**config.mk**
```make
export PLATFORM = sky130hd
export DESIGN_NAME = rp_top
export DESIGN_NICKNAME = d
export VERILOG_FILES = /design/src/logic/rp_pkg.sv /design/src/logic/sys_bus_decoder.sv /design/src/logic/housekeeping_regs.sv /design/src/logic/sawtooth_gen.sv /design/src/logic/p_controller.sv /design/src/logic/analog_front.sv /design/src/logic/rp_top.sv
export VERILOG_INCLUDE_DIRS = /design/src /design/src/logic
export SDC_FILE = /design/constraint.sdc
export NUM_CORES = 2
export LEC_CHECK = 0
export ABC_AREA = 1
export BUFFER_PORTS_ARGS = -buffer_cell sky130_fd_sc_hd__buf_2
export CAP_MARGIN = 15
export CORE_MARGIN = 5
export CORE_UTILIZATION = 24
export DETAILED_ROUTE_END_ITERATION = 8
export GPL_ROUTABILITY_DRIVEN = 0
export PLACE_DENSITY_LB_ADDON = 0.15
export SYNTH_ARGS = -nofsm -noshare
export SYNTH_HDL_FRONTEND = slang
export SYNTH_HIERARCHICAL = 1
export SYNTH_SLANG_ARGS = --single-unit
```
**constraint.sdc**
```tcl
create_clock -name adc_clk -period 14.6 [get_ports adc_clk]
set_clock_uncertainty 0.05 [all_clocks]
set_input_delay 1.46 -clock adc_clk [delete_from_list [all_inputs] [get_ports adc_clk]]
set_output_delay 1.46 -clock adc_clk [all_outputs]
set_load 0.05 [all_outputs]
```
**src/logic/rp_params.svh**
```systemverilog
/* widths, region map and register offsets shared by the whole design
   region field sits at addr[22:20], register offset at addr[7:0]
   bits in between are ignored by every slave */
`ifndef RP_PARAMS_SVH
`define RP_PARAMS_SVH

`define RP_SMP_W          14             // ADC/DAC sample width
`define RP_ADDR_W         32
`define RP_DATA_W         32
`define RP_REGION_LSB     20             // 3 bit region field starts here
`define RP_N_REGIONS      8
`define RP_REG_OFS_W      8
`define RP_PHASE_W        32             // sawtooth accumulator
`define RP_GAIN_W         16             // signed gain
`define RP_GAIN_FRAC      8              // 256 is unity

// region map
`define RP_HK_REGION      3'd0
`define RP_GEN_REGION     3'd1
`define RP_PID_REGION     3'd2           // regions above are unused

`define RP_HK_ID          32'h5250_0001

// housekeeping
`define RP_ID_OFS         8'h00
`define RP_LED_OFS        8'h04
// generator
`define RP_GEN_CTRL_OFS   8'h00
`define RP_GEN_STEP_A_OFS 8'h04
`define RP_GEN_STEP_B_OFS 8'h08
// controller
`define RP_PID_SP_A_OFS   8'h00
`define RP_PID_SP_B_OFS   8'h04
`define RP_PID_GAIN_A_OFS 8'h08
`define RP_PID_GAIN_B_OFS 8'h0C

`endif

```
**src/logic/rp_pkg.sv**
```systemverilog
/* bus structs, sample types and small helpers
   samples are two's complement, the pins use the negative slope offset code */
`include "rp_params.svh"

package rp_pkg;

  typedef struct packed {
    logic [`RP_ADDR_W-1:0]   addr;
    logic [`RP_DATA_W-1:0]   wdata;
    logic [`RP_DATA_W/8-1:0] sel;    // byte select for writes
    logic                    wen;    // one cycle strobe
    logic                    ren;    // one cycle strobe
  } sys_req_t;

  typedef struct packed {
    logic [`RP_DATA_W-1:0] rdata;
    logic                  err;
    logic                  ack;
  } sys_rsp_t;

  typedef logic signed [`RP_SMP_W-1:0] sample_t;

  typedef struct packed {
    sample_t cha;
    sample_t chb;
  } sample_pair_t;

  localparam int SMP_MAX = 2**(`RP_SMP_W-1) - 1;
  localparam int SMP_MIN = -(2**(`RP_SMP_W-1));

  // merge selected bytes of wdata into the old value
  function automatic logic [`RP_DATA_W-1:0] apply_sel(
    input logic [`RP_DATA_W-1:0]   old_val,
    input logic [`RP_DATA_W-1:0]   wdata,
    input logic [`RP_DATA_W/8-1:0] sel
  );
    logic [`RP_DATA_W-1:0] res;
    res = old_val;
    for (int i = 0; i < `RP_DATA_W/8; i++)
    begin
      if (sel[i])
        res[i*8 +: 8] = wdata[i*8 +: 8];
    end
    return res;
  endfunction

  // clamp to sample range, input wide enough for the controller product
  function automatic sample_t sat_sample(input logic signed [31:0] x);
    if (x > SMP_MAX)
      return sample_t'(SMP_MAX);
    else if (x < SMP_MIN)
      return sample_t'(SMP_MIN);
    return x[`RP_SMP_W-1:0];
  endfunction

  // msb kept, rest inverted; same mapping both ways
  function automatic logic [`RP_SMP_W-1:0] flip_code(input logic [`RP_SMP_W-1:0] x);
    return {x[`RP_SMP_W-1], ~x[`RP_SMP_W-2:0]};
  endfunction

endpackage

```
**src/logic/sys_bus_decoder.sv**
```systemverilog
/* one host, eight regions selected by addr[22:20]
   host must hold addr until ack, the response mux follows the live address
   regions 3 to 7 are answered here, one cycle late, rdata 0 and err 0 */
`timescale 1ns/1ps
`include "rp_params.svh"

module sys_bus_decoder (
  input  logic             adc_clk,
  input  logic             rst_n_i,
  input  rp_pkg::sys_req_t host_req_i,
  output rp_pkg::sys_rsp_t host_rsp_o,
  output rp_pkg::sys_req_t hk_req_o,
  output rp_pkg::sys_req_t gen_req_o,
  output rp_pkg::sys_req_t pid_req_o,
  input  rp_pkg::sys_rsp_t hk_rsp_i,
  input  rp_pkg::sys_rsp_t gen_rsp_i,
  input  rp_pkg::sys_rsp_t pid_rsp_i
);

  localparam int REGION_W = $clog2(`RP_N_REGIONS);

  logic [REGION_W-1:0]      region;
  logic [`RP_N_REGIONS-1:0] cs;           // one hot chip select
  logic                     unused_sel;
  logic                     unused_ack_q;

  assign region     = host_req_i.addr[`RP_REGION_LSB +: REGION_W];
  assign unused_sel = (region > `RP_PID_REGION);

  //////////////////////////////
  // request side
  //////////////////////////////

  always_comb
  begin
    cs         = '0;
    cs[region] = 1'b1;

    hk_req_o      = host_req_i;
    hk_req_o.wen  = host_req_i.wen & cs[`RP_HK_REGION];
    hk_req_o.ren  = host_req_i.ren & cs[`RP_HK_REGION];
    gen_req_o     = host_req_i;
    gen_req_o.wen = host_req_i.wen & cs[`RP_GEN_REGION];
    gen_req_o.ren = host_req_i.ren & cs[`RP_GEN_REGION];
    pid_req_o     = host_req_i;
    pid_req_o.wen = host_req_i.wen & cs[`RP_PID_REGION];
    pid_req_o.ren = host_req_i.ren & cs[`RP_PID_REGION];
  end

  // stand-in slave for empty regions
  always_ff @(posedge adc_clk or negedge rst_n_i)
  begin
    if (!rst_n_i)
      unused_ack_q <= 1'b0;
    else
      unused_ack_q <= (host_req_i.wen | host_req_i.ren) & unused_sel;
  end

  //////////////////////////////
  // response mux
  //////////////////////////////

  always_comb
  begin
    case (region)
      `RP_HK_REGION:  host_rsp_o = hk_rsp_i;
      `RP_GEN_REGION: host_rsp_o = gen_rsp_i;
      `RP_PID_REGION: host_rsp_o = pid_rsp_i;
      default:        host_rsp_o = '{rdata: '0, err: 1'b0, ack: unused_ack_q};
    endcase
  end

endmodule

```
**src/logic/housekeeping_regs.sv**
```systemverilog
/* ID and LED registers, region 0
   the ID is read only, writes to it are ignored without error
   LED takes byte 0 of a write when sel[0] is set */
`timescale 1ns/1ps
`include "rp_params.svh"

module housekeeping_regs (
  input  logic             adc_clk,
  input  logic             rst_n_i,
  input  rp_pkg::sys_req_t req_i,
  output rp_pkg::sys_rsp_t rsp_o,
  output logic [7:0]       led_o
);

  logic [`RP_REG_OFS_W-1:0] ofs;
  logic                     known;    // offset hits a register
  logic [`RP_DATA_W-1:0]    rd_val;
  logic [`RP_DATA_W-1:0]    wr_val;
  logic [7:0]               led_q;
  logic                     ack_q;
  logic [`RP_DATA_W-1:0]    rdata_q;
  logic                     err_q;

  assign ofs    = req_i.addr[`RP_REG_OFS_W-1:0];
  assign wr_val = rp_pkg::apply_sel(rd_val, req_i.wdata, req_i.sel);

  // offset decode
  always_comb
  begin
    known  = 1'b1;
    rd_val = '0;
    case (ofs)
      `RP_ID_OFS:  rd_val = `RP_HK_ID;
      `RP_LED_OFS: rd_val = `RP_DATA_W'(led_q);
      default:     known  = 1'b0;    // rdata stays 0
    endcase
  end

  always_ff @(posedge adc_clk or negedge rst_n_i)
  begin
    if (!rst_n_i)
    begin
      led_q <= '0;
      ack_q <= 1'b0;
    end
    else
    begin
      ack_q <= req_i.wen | req_i.ren;    // always one cycle later
      if (req_i.wen && ofs == `RP_LED_OFS)
        led_q <= wr_val[7:0];
    end
  end

  // response payload
  always_ff @(posedge adc_clk)
  begin
    rdata_q <= rd_val;
    err_q   <= ~known;
  end

  assign rsp_o = '{rdata: rdata_q, err: err_q, ack: ack_q};
  assign led_o = led_q;

endmodule

```
**src/logic/sawtooth_gen.sv**
```systemverilog
/* two sawtooth channels on region 1
   ctrl bit 0 enables A, bit 1 enables B; a disabled phase is held at 0
   output is the top 14 phase bits, so step k<<18 moves the sample by k */
`timescale 1ns/1ps
`include "rp_params.svh"

module sawtooth_gen (
  input  logic                 adc_clk,
  input  logic                 rst_n_i,
  input  rp_pkg::sys_req_t     req_i,
  output rp_pkg::sys_rsp_t     rsp_o,
  output rp_pkg::sample_pair_t wave_o
);

  localparam int MSB = `RP_PHASE_W - 1;

  logic [`RP_REG_OFS_W-1:0] ofs;
  logic                     known;
  logic [`RP_DATA_W-1:0]    rd_val;
  logic [`RP_DATA_W-1:0]    wr_val;
  logic [1:0]               en_q;           // per channel enable
  logic [`RP_PHASE_W-1:0]   step_q  [2];
  logic [`RP_PHASE_W-1:0]   phase_q [2];
  logic                     ack_q;
  logic [`RP_DATA_W-1:0]    rdata_q;
  logic                     err_q;

  assign ofs    = req_i.addr[`RP_REG_OFS_W-1:0];
  assign wr_val = rp_pkg::apply_sel(rd_val, req_i.wdata, req_i.sel);

  always_comb
  begin
    known  = 1'b1;
    rd_val = '0;
    case (ofs)
      `RP_GEN_CTRL_OFS:   rd_val = `RP_DATA_W'(en_q);
      `RP_GEN_STEP_A_OFS: rd_val = step_q[0];
      `RP_GEN_STEP_B_OFS: rd_val = step_q[1];
      default:            known  = 1'b0;
    endcase
  end

  //////////////////////////////
  // bus registers
  //////////////////////////////

  always_ff @(posedge adc_clk or negedge rst_n_i)
  begin
    if (!rst_n_i)
    begin
      en_q      <= '0;
      step_q[0] <= '0;
      step_q[1] <= '0;
      ack_q     <= 1'b0;
    end
    else
    begin
      ack_q <= req_i.wen | req_i.ren;
      if (req_i.wen)
      begin
        case (ofs)
          `RP_GEN_CTRL_OFS:   en_q      <= wr_val[1:0];
          `RP_GEN_STEP_A_OFS: step_q[0] <= wr_val;
          `RP_GEN_STEP_B_OFS: step_q[1] <= wr_val;
          default:            ;      // nothing to write
        endcase
      end
    end
  end

  always_ff @(posedge adc_clk)
  begin
    rdata_q <= rd_val;
    err_q   <= ~known;
  end

  //////////////////////////////
  // phase accumulators
  //////////////////////////////

  always_ff @(posedge adc_clk or negedge rst_n_i)
  begin
    if (!rst_n_i)
    begin
      phase_q[0] <= '0;
      phase_q[1] <= '0;
    end
    else
    begin
      for (int ch = 0; ch < 2; ch++)
      begin
        if (en_q[ch])
          phase_q[ch] <= phase_q[ch] + step_q[ch];   // wraps mod 2^32
        else
          phase_q[ch] <= '0;
      end
    end
  end

  assign rsp_o  = '{rdata: rdata_q, err: err_q, ack: ack_q};
  assign wave_o = '{cha: phase_q[0][MSB -: `RP_SMP_W], chb: phase_q[1][MSB -: `RP_SMP_W]};

endmodule

```
**src/logic/p_controller.sv**
```systemverilog
/* two proportional controllers on region 2
   out = sat((setpoint - meas) * gain >>> 8), gain 256 is unity
   setpoint uses the low 14 bits of a write, gain the low 16, both signed
   output is registered, one cycle after meas_i */
`timescale 1ns/1ps
`include "rp_params.svh"

module p_controller (
  input  logic                 adc_clk,
  input  logic                 rst_n_i,
  input  rp_pkg::sys_req_t     req_i,
  output rp_pkg::sys_rsp_t     rsp_o,
  input  rp_pkg::sample_pair_t meas_i,
  output rp_pkg::sample_pair_t ctrl_o
);

  localparam int W      = `RP_SMP_W;
  localparam int PROD_W = `RP_SMP_W + 1 + `RP_GAIN_W;   // 15 bit error times gain

  logic [`RP_REG_OFS_W-1:0]     ofs;
  logic                         known;
  logic [`RP_DATA_W-1:0]        rd_val;
  logic [`RP_DATA_W-1:0]        wr_val;
  rp_pkg::sample_t              sp_q   [2];
  logic signed [`RP_GAIN_W-1:0] gain_q [2];
  rp_pkg::sample_t              meas   [2];
  logic signed [W:0]            diff   [2];   // setpoint minus meas
  logic signed [PROD_W-1:0]     prod   [2];
  logic signed [PROD_W-1:0]     scaled [2];
  rp_pkg::sample_t              out_q  [2];
  logic                         ack_q;
  logic [`RP_DATA_W-1:0]        rdata_q;
  logic                         err_q;

  assign ofs     = req_i.addr[`RP_REG_OFS_W-1:0];
  assign wr_val  = rp_pkg::apply_sel(rd_val, req_i.wdata, req_i.sel);
  assign meas[0] = meas_i.cha;
  assign meas[1] = meas_i.chb;

  always_comb
  begin
    known  = 1'b1;
    rd_val = '0;
    case (ofs)
      `RP_PID_SP_A_OFS:   rd_val = `RP_DATA_W'(sp_q[0]);    // sign extended
      `RP_PID_SP_B_OFS:   rd_val = `RP_DATA_W'(sp_q[1]);
      `RP_PID_GAIN_A_OFS: rd_val = `RP_DATA_W'(gain_q[0]);
      `RP_PID_GAIN_B_OFS: rd_val = `RP_DATA_W'(gain_q[1]);
      default:            known  = 1'b0;
    endcase
  end

  always_ff @(posedge adc_clk or negedge rst_n_i)
  begin
    if (!rst_n_i)
    begin
      sp_q[0]   <= '0;
      sp_q[1]   <= '0;
      gain_q[0] <= '0;
      gain_q[1] <= '0;
      ack_q     <= 1'b0;
    end
    else
    begin
      ack_q <= req_i.wen | req_i.ren;
      if (req_i.wen)
      begin
        case (ofs)
          `RP_PID_SP_A_OFS:   sp_q[0]   <= wr_val[W-1:0];
          `RP_PID_SP_B_OFS:   sp_q[1]   <= wr_val[W-1:0];
          `RP_PID_GAIN_A_OFS: gain_q[0] <= wr_val[`RP_GAIN_W-1:0];
          `RP_PID_GAIN_B_OFS: gain_q[1] <= wr_val[`RP_GAIN_W-1:0];
          default:            ;
        endcase
      end
    end
  end

  always_ff @(posedge adc_clk)
  begin
    rdata_q <= rd_val;
    err_q   <= ~known;
  end

  //////////////////////////////
  // datapath
  //////////////////////////////

  always_comb
  begin
    for (int ch = 0; ch < 2; ch++)
    begin
      diff[ch]   = $signed({sp_q[ch][W-1], sp_q[ch]}) - $signed({meas[ch][W-1], meas[ch]});
      prod[ch]   = PROD_W'(diff[ch]) * PROD_W'(gain_q[ch]);
      scaled[ch] = prod[ch] >>> `RP_GAIN_FRAC;     // drop gain fraction
    end
  end

  always_ff @(posedge adc_clk or negedge rst_n_i)
  begin
    if (!rst_n_i)
    begin
      out_q[0] <= '0;
      out_q[1] <= '0;
    end
    else
    begin
      out_q[0] <= rp_pkg::sat_sample(32'(scaled[0]));
      out_q[1] <= rp_pkg::sat_sample(32'(scaled[1]));
    end
  end

  assign rsp_o  = '{rdata: rdata_q, err: err_q, ack: ack_q};
  assign ctrl_o = '{cha: out_q[0], chb: out_q[1]};

endmodule

```
**src/logic/analog_front.sv**
```systemverilog
/* ADC capture and DAC output stage
   pins carry the negative slope offset code, inside everything is signed
   ADC pins are registered once, decode is combinational behind that
   DAC = code(sat(wave + ctrl)), registered; after reset code of 0, 14'h1FFF */
`timescale 1ns/1ps
`include "rp_params.svh"

module analog_front (
  input  logic                 adc_clk,
  input  logic                 rst_n_i,
  input  logic [13:0]          adc_dat_a_i,
  input  logic [13:0]          adc_dat_b_i,
  output rp_pkg::sample_pair_t meas_o,
  input  rp_pkg::sample_pair_t wave_i,
  input  rp_pkg::sample_pair_t ctrl_i,
  output logic [13:0]          dac_dat_a_o,
  output logic [13:0]          dac_dat_b_o
);

  localparam int W = `RP_SMP_W;

  logic [W-1:0]    adc_q  [2];    // raw pin codes
  rp_pkg::sample_t adc_s  [2];
  rp_pkg::sample_t wave_s [2];
  rp_pkg::sample_t ctrl_s [2];
  logic signed [W:0] sum  [2];    // one guard bit
  rp_pkg::sample_t dac_s  [2];
  logic [W-1:0]    dac_q  [2];

  assign wave_s[0] = wave_i.cha;
  assign wave_s[1] = wave_i.chb;
  assign ctrl_s[0] = ctrl_i.cha;
  assign ctrl_s[1] = ctrl_i.chb;

  //////////////////////////////
  // ADC side
  //////////////////////////////

  always_ff @(posedge adc_clk)
  begin
    adc_q[0] <= adc_dat_a_i;
    adc_q[1] <= adc_dat_b_i;
  end

  //////////////////////////////
  // DAC side
  //////////////////////////////

  always_comb
  begin
    for (int ch = 0; ch < 2; ch++)
    begin
      adc_s[ch] = rp_pkg::flip_code(adc_q[ch]);
      sum[ch]   = $signed({wave_s[ch][W-1], wave_s[ch]}) + $signed({ctrl_s[ch][W-1], ctrl_s[ch]});
      dac_s[ch] = rp_pkg::sat_sample(32'(sum[ch]));   // clamp to 14 bits
    end
  end

  always_ff @(posedge adc_clk or negedge rst_n_i)
  begin
    if (!rst_n_i)
    begin
      dac_q[0] <= rp_pkg::flip_code('0);   // mid scale
      dac_q[1] <= rp_pkg::flip_code('0);
    end
    else
    begin
      dac_q[0] <= rp_pkg::flip_code(dac_s[0]);
      dac_q[1] <= rp_pkg::flip_code(dac_s[1]);
    end
  end

  assign meas_o      = '{cha: adc_s[0], chb: adc_s[1]};
  assign dac_dat_a_o = dac_q[0];
  assign dac_dat_b_o = dac_q[1];

endmodule

```
**src/logic/rp_top.sv**
```systemverilog
/* two channel signal path and host register bus, single clock adc_clk
   region 0 housekeeping, 1 sawtooth, 2 controller, 3..7 empty
   ADC pin to DAC pin latency is 3 cycles */
`timescale 1ns/1ps

module rp_top (
  input  logic             adc_clk,
  input  logic             rst_n_i,
  input  rp_pkg::sys_req_t sys_req_i,
  output rp_pkg::sys_rsp_t sys_rsp_o,
  input  logic [13:0]      adc_dat_a_i,
  input  logic [13:0]      adc_dat_b_i,
  output logic [13:0]      dac_dat_a_o,
  output logic [13:0]      dac_dat_b_o,
  output logic [7:0]       led_o
);

  rp_pkg::sys_req_t     hk_req, gen_req, pid_req;
  rp_pkg::sys_rsp_t     hk_rsp, gen_rsp, pid_rsp;
  rp_pkg::sample_pair_t meas;      // decoded ADC
  rp_pkg::sample_pair_t wave;      // sawtooth
  rp_pkg::sample_pair_t ctrl;      // controller out

  //////////////////////////////
  // bus
  //////////////////////////////

  sys_bus_decoder i_dec (
    .adc_clk    (adc_clk),
    .rst_n_i    (rst_n_i),
    .host_req_i (sys_req_i),
    .host_rsp_o (sys_rsp_o),
    .hk_req_o   (hk_req),
    .gen_req_o  (gen_req),
    .pid_req_o  (pid_req),
    .hk_rsp_i   (hk_rsp),
    .gen_rsp_i  (gen_rsp),
    .pid_rsp_i  (pid_rsp)
  );

  housekeeping_regs i_hk (
    .adc_clk (adc_clk),
    .rst_n_i (rst_n_i),
    .req_i   (hk_req),
    .rsp_o   (hk_rsp),
    .led_o   (led_o)
  );

  //////////////////////////////
  // signal path
  //////////////////////////////

  sawtooth_gen i_gen (
    .adc_clk (adc_clk),
    .rst_n_i (rst_n_i),
    .req_i   (gen_req),
    .rsp_o   (gen_rsp),
    .wave_o  (wave)
  );

  p_controller i_pid (
    .adc_clk (adc_clk),
    .rst_n_i (rst_n_i),
    .req_i   (pid_req),
    .rsp_o   (pid_rsp),
    .meas_i  (meas),
    .ctrl_o  (ctrl)
  );

  analog_front i_analog (
    .adc_clk     (adc_clk),
    .rst_n_i     (rst_n_i),
    .adc_dat_a_i (adc_dat_a_i),
    .adc_dat_b_i (adc_dat_b_i),
    .meas_o      (meas),
    .wave_i      (wave),
    .ctrl_i      (ctrl),
    .dac_dat_a_o (dac_dat_a_o),
    .dac_dat_b_o (dac_dat_b_o)
  );

endmodule

```
## After elaboration in Yosys (flattened, before gate mapping)

Memory sizes are Yosys's and may differ from the RTL's.
Index checks and enable logic that the tools add are counted.

- Bits in registers: 356
- Bits in writable memories: 28
- Input bits: 100
- Output and inout port bits: 70
- Logic and storage cells: 119
- Memories kept: 1

- Add/subtract/negate cells: 6
- Multiply operators: 2
- Order comparisons: 11
- Equal/unequal tests: 5
- Multiplexer cells: 38
- Bitwise gates (word level): 18
- Reduce and logical (&&, ||, !) cells: 14

Memory list:

| memory | depth | width | rd ports | clocked after Yosys merged registers in | wr ports | line | RTL |
|---|---|---|---|---|---|---|---|
| i_analog.adc_q | 2 | 14 | 2 | 0 | 2 | analog_front.sv:22 | `logic [W-1:0] adc_q [2];` |

Operators with widths:

| operator | number |
|---|---|
| $mux W14 | 12 |
| $pmux W32 S4 | 1 |
| $pmux W34 S3 | 1 |
| $pmux W32 S3 | 1 |
| $add A32 B32 Y32 | 2 |
| $mux W32 | 2 |
| $mul A15 B16 Y31 | 2 |
| $pmux W31 S2 | 1 |
| $mux W8 | 7 |
| $not A13 Y13 | 4 |
| $gt A23 B14 Y1 const B | 2 |
| $lt A23 B14 Y1 const B | 2 |
| $add A14 B14 Y15 | 2 |
| $gt A15 B14 Y1 const B | 2 |
| $lt A15 B14 Y1 const B | 2 |
| $sub A14 B14 Y15 | 2 |
| $eq A8 B4 Y1 const B | 2 |
| $reduce_and A2 Y1 | 7 |
| $mux W1 | 12 |
| $eq A8 B3 Y1 const B | 1 |
| $logic_not A8 Y1 | 1 |
| $and A1 B1 Y1 | 7 |
| $lt A3 B4 Y1 const B | 1 |
| $or A1 B1 Y1 | 4 |
| other kinds (11) | 14 |

## Logic depth before layout (Yosys ltp)

An unclocked memory read counts as a cell.

- Word-level depth: 8
- Depth in mapped cells: 46
- Mapped depth without buffers: 44

## By module

Netlist, hierarchy kept.

By module, submodules not included:

| module | instances | cells each | area an instance (µm²) | sequential area each (µm²) |
|---|---|---|---|---|
| p_controller | 1 | 3,122 | 24,463.5 | 2,567.5 |
| sawtooth_gen | 1 | 1,696 | 11,232.0 | 3,938.8 |
| analog_front | 1 | 432 | 3,238.1 | 1,293.7 |
| sys_bus_decoder | 1 | 374 | 2,386.0 | 25.0 |
| housekeeping_regs | 1 | 120 | 999.7 | 425.4 |

## Worst setup path after synthesis

Ideal clock, no wire load.

- Kind: register -> register
- From: register i_pid/sp_q[0] (netlist name)
- To: register i_pid.out_q (netlist bit i_pid/ctrl_o[10])
- Setup time: 117 ps
- Data arrival time: 7,082 ps
- Data required time: 14,433 ps
- Path slack: 7,351 ps
- Stages on the path, launching flop included: 30
- Buffers on the path: 1
- Period minus slack after synthesis: 7,249 ps
- Cell sequence: dfrtp_1 inv_1 ha_1 fa_1 xnor2_1 inv_1 nor2_1 fa_1 fa_1 inv_1 fa_1 inv_1 fa_1 inv_1 fa_1 fa_1 inv_1 ha_1 inv_1 nor3_1 inv_1 nor4_1 o21ai_0 nand3_1 nand3_1 nor2_1 nand2_1 nand2_2 buf_6 nand2_1

- Longest elaborated chain between the ends: 6
- Elaborated cells on any way between the ends: 8
- Those cells by class: add/sub: 1; mul: 1; order compare: 2; mux: 4

Ends and longest elaborated chain:

| what | line | RTL |
|---|---|---|
| from (decl) | p_controller.sv:24 | `rp_pkg::sample_t sp_q [2];` |
| $sub A14 B14 Y15 * | p_controller.sv:93 | `diff[ch] = $signed({sp_q[ch][W-1], sp_q[ch]}) - $signed({meas[ch][W-1], meas[ch]});` |
| $mul A15 B16 Y31 * | p_controller.sv:94 | `prod[ch] = PROD_W'(diff[ch]) * PROD_W'(gain_q[ch]);` |
| $lt A23 B14 Y1 | rp_pkg.sv:51 | `else if (x < SMP_MIN)` |
| $mux W1 | rp_pkg.sv:51 |  |
| $mux W1 | rp_pkg.sv:49 | `if (x > SMP_MAX)` |
| $mux W14 * | rp_pkg.sv:53 | `` return x[`RP_SMP_W-1:0]; `` |
| to (decl) | p_controller.sv:30 | `rp_pkg::sample_t out_q [2];` |

Mark *: on every way between the ends. The rest lies on a longest branch, timed or not.
A chain may end at the register's enable or synchronous reset.

==> metrics <==
cell area power density 76.6 nW/um2; CTS root buf clkbuf_16; Syn Std Cell Area approximately 41000 um2; number of DRC markers in iteration 0 1905; final period utilization 0.580; Synth Area per Inst approximately 7.4 um2; hold endpoint i_pid/sp_q[0]$_DFFE_PN0P_; CP endpoint kind register; Routed Antenna Nets 0; Worst R2R Path Depth 37; area of the multi-input gates about 27000 um2; Yosys warnings 6; I/O Buffers 148; worst min-delay path class reg2reg; # resized after CTS 0; Critical Path Max Stage Delay 0.57 ns; unrepaired setup endpoints after global routing no; R2R Setup Slk about 6.1 ns; Slew Limit Fails 0; Worst-Margin Slew between 1 and 1.5 ns; max-cap viol count 0; FMAX between 0.1 and 0.15 GHz; clock-pin slew on the worst setup and hold paths 0.06 ns; Longest Clk Path Bufs 3; via density per instance 4.26; drt wl/cell ~19 um; Post-CTS Setup Bufs 0; Layout area overhead 9.29%; cell count after synthesis ~5600; final-stage net count 6431; Setup TNS 0 ns; final hold viol count 0; Die X 426 um; Post-Route WL approximately 150000 um; first-pass GRT wire length 223000 um; vias 33900; Post-DP HPWL 123000 um; CTS tree built; most used cell, CP nand2_1; Total GRT Usage 0.164; initial antenna violation count 14; # DRC 0; r2r startpoint i_analog/adc_q[0][2]$_DFF_P_; Critical Path Source Type register; Finish-stage setup viols 0; Max VDD drop roughly 0.084 mV; # IOs 170; worst min-delay path startpoint i_pid/sp_q[0]$_DFFE_PN0P_; largest net degree at the start of global routing 86; Leak 0.0246 uW; crit path DAT 8.93 ns; filler instances 19100; TritonRoute pass-1 iters 5; FF/Latch Area approximately 8300 um2; Skew-Pair Late Insertion Delay 0.66 ns; Initial Util 0.241; Finished Cell Area 45300 um2; Die Y-Extent ~430 um; total core area 172000 um2; WP data required 15.06 ns; DP Area 43400 um2; critical path's slowest cell fa_1; clock tree sinks about 350; outcome finished, final reports clean; minimum clock period after layout 8.47 ns; critical path class reg2reg; Num CTS Buffers 51; H-Tree Depth 2; vias in the first global route ~35000; grt ovf 0; die area 181000 um2; slew margin rel. 0.234; Worst Path Max Fanout 13; worst r2r dst i_pid/ctrl_o[18]$_DFF_PN0_; num rows approximately 150; layout cells sized above 1 0.0836; Post-CTS Hold Buffers 0; Min-Delay Path Depth 2
[worst max-delay path: cells and delay by family (launching register included)]
family | cells | cell delay [ns]
AOI/OAI and AO/OA | 8 | 1.68
xor gates and xnor gates | 1 | 0.22
adders and majority gates | 8 | 3.86
buffers and inverters | 7 | 0.80
DFF | 1 | 0.31
and+or+nand+nor | 13 | 1.36
[cells in the final DEF (no fill, tap or decap), drive strengths merged, types with 21 or more instances in the layout]
| master | n |
|---|---|
| nand2 | 1656 |
| inv | 1204 |
| fa | 474 |
| nor2 | 462 |
| ha | 278 |
| dfrtp | 232 |
| nand3 | 216 |
| a21oi | 186 |
| buf | 171 |
| o21ai | 169 |
| dfxtp | 88 |
| clkbuf | 77 |
| o211ai | 61 |
| xnor2 | 39 |
| nor3 | 39 |
| xor2 | 35 |
| or2 | 32 |
| nand4 | 30 |
| dfstp | 26 |
| o21bai | 21 |
[worst max-delay path by stage]
stage                                 start                          to  slack [ns]  depth (start not counted)
6_report       i_analog/adc_q[0][2]$_DFF_P_  i_pid/ctrl_o[18]$_DFF_PN0_        6.13                         37
5_1_grt           i_pid/sp_q[2]$_DFFE_PN0P_   i_pid/ctrl_o[0]$_DFF_PN0_        5.49                         36
4_1_cts           i_pid/sp_q[2]$_DFFE_PN0P_   i_pid/ctrl_o[0]$_DFF_PN0_        6.13                         38
3_5_place_dp      i_pid/sp_q[2]$_DFFE_PN0P_   i_pid/ctrl_o[0]$_DFF_PN0_        6.16                         38
3_3_place_gp      i_pid/sp_q[2]$_DFFE_PN0P_   i_pid/ctrl_o[0]$_DFF_PN0_        6.15                         35
2_1_floorplan     i_pid/sp_q[0]$_DFFE_PN0P_  i_pid/ctrl_o[10]$_DFF_PN0_        7.35                         29
[final cells by class]
type | instances | area share
clock buffer | 77 | 0.0337
timing repair buffer | 171 | 0.0206
tap | 2310 | 0.0638
inverter | 1206 | 0.101
sequential | 346 | 0.182
multi-input combinational | 3803 | 0.592
antenna | 16 | 0.000884
clock inverter | 19 | 0.00635
[routing by layer]
layer | global-route usage | part of all wire | up-vias
li1 | - | - | 16700
met1 | 0.211 | 0.44 | 16400
met2 | 0.283 | 0.49 | 622
met3 | 0.0138 | 0.030 | 147
met4 | 0.0665 | 0.037 | 0
met5 | 0 | 0 | -
[registers in the layout, indices dropped and copies added, names as in the netlist, 2 cells and up]
name and cells:
i_gen/phase_q 36, i_analog/adc_q 28, i_analog/dac_dat_a_o 14, i_pid/gain_q 32, i_pid/ctrl_o 28, i_gen/wave_o 28
i_hk/rdata_q 9, i_pid/rdata_q 16, i_hk/led_o 8, i_gen/step_q 64, i_gen/rdata_q 32, i_pid/sp_q 28
i_gen/en_q 2, i_analog/dac_dat_b_o 14
[metrics by stage]
step / setup WS (ns) / util / std cells / power [uW] / hold slack [ns]
3_5_place_dp: 6.16 / 0.253 / 7836 / 2160 / 0.426
5_1_grt: 5.49 / 0.264 / 7947 / 3700 / 0.479
2_1_floorplan: 7.35 / - / 5645 / 1910 / 0.403
3_3_place_gp: 6.15 / 0.253 / 7835 / 2160 / 0.417
6_report: 6.13 / 0.264 / 7948 / 3470 / 0.440
4_1_cts: 6.13 / 0.264 / 7932 / 3540 / 0.440
[power breakdown]
group	leakage [uW]	internal, uW	switching, uW	total, uW
clock network	0.000878	816	524	1340
logic	0.0197	282	707	989
registers	0.00407	1080	57.4	1140
(Power assumes the default switching activity.)
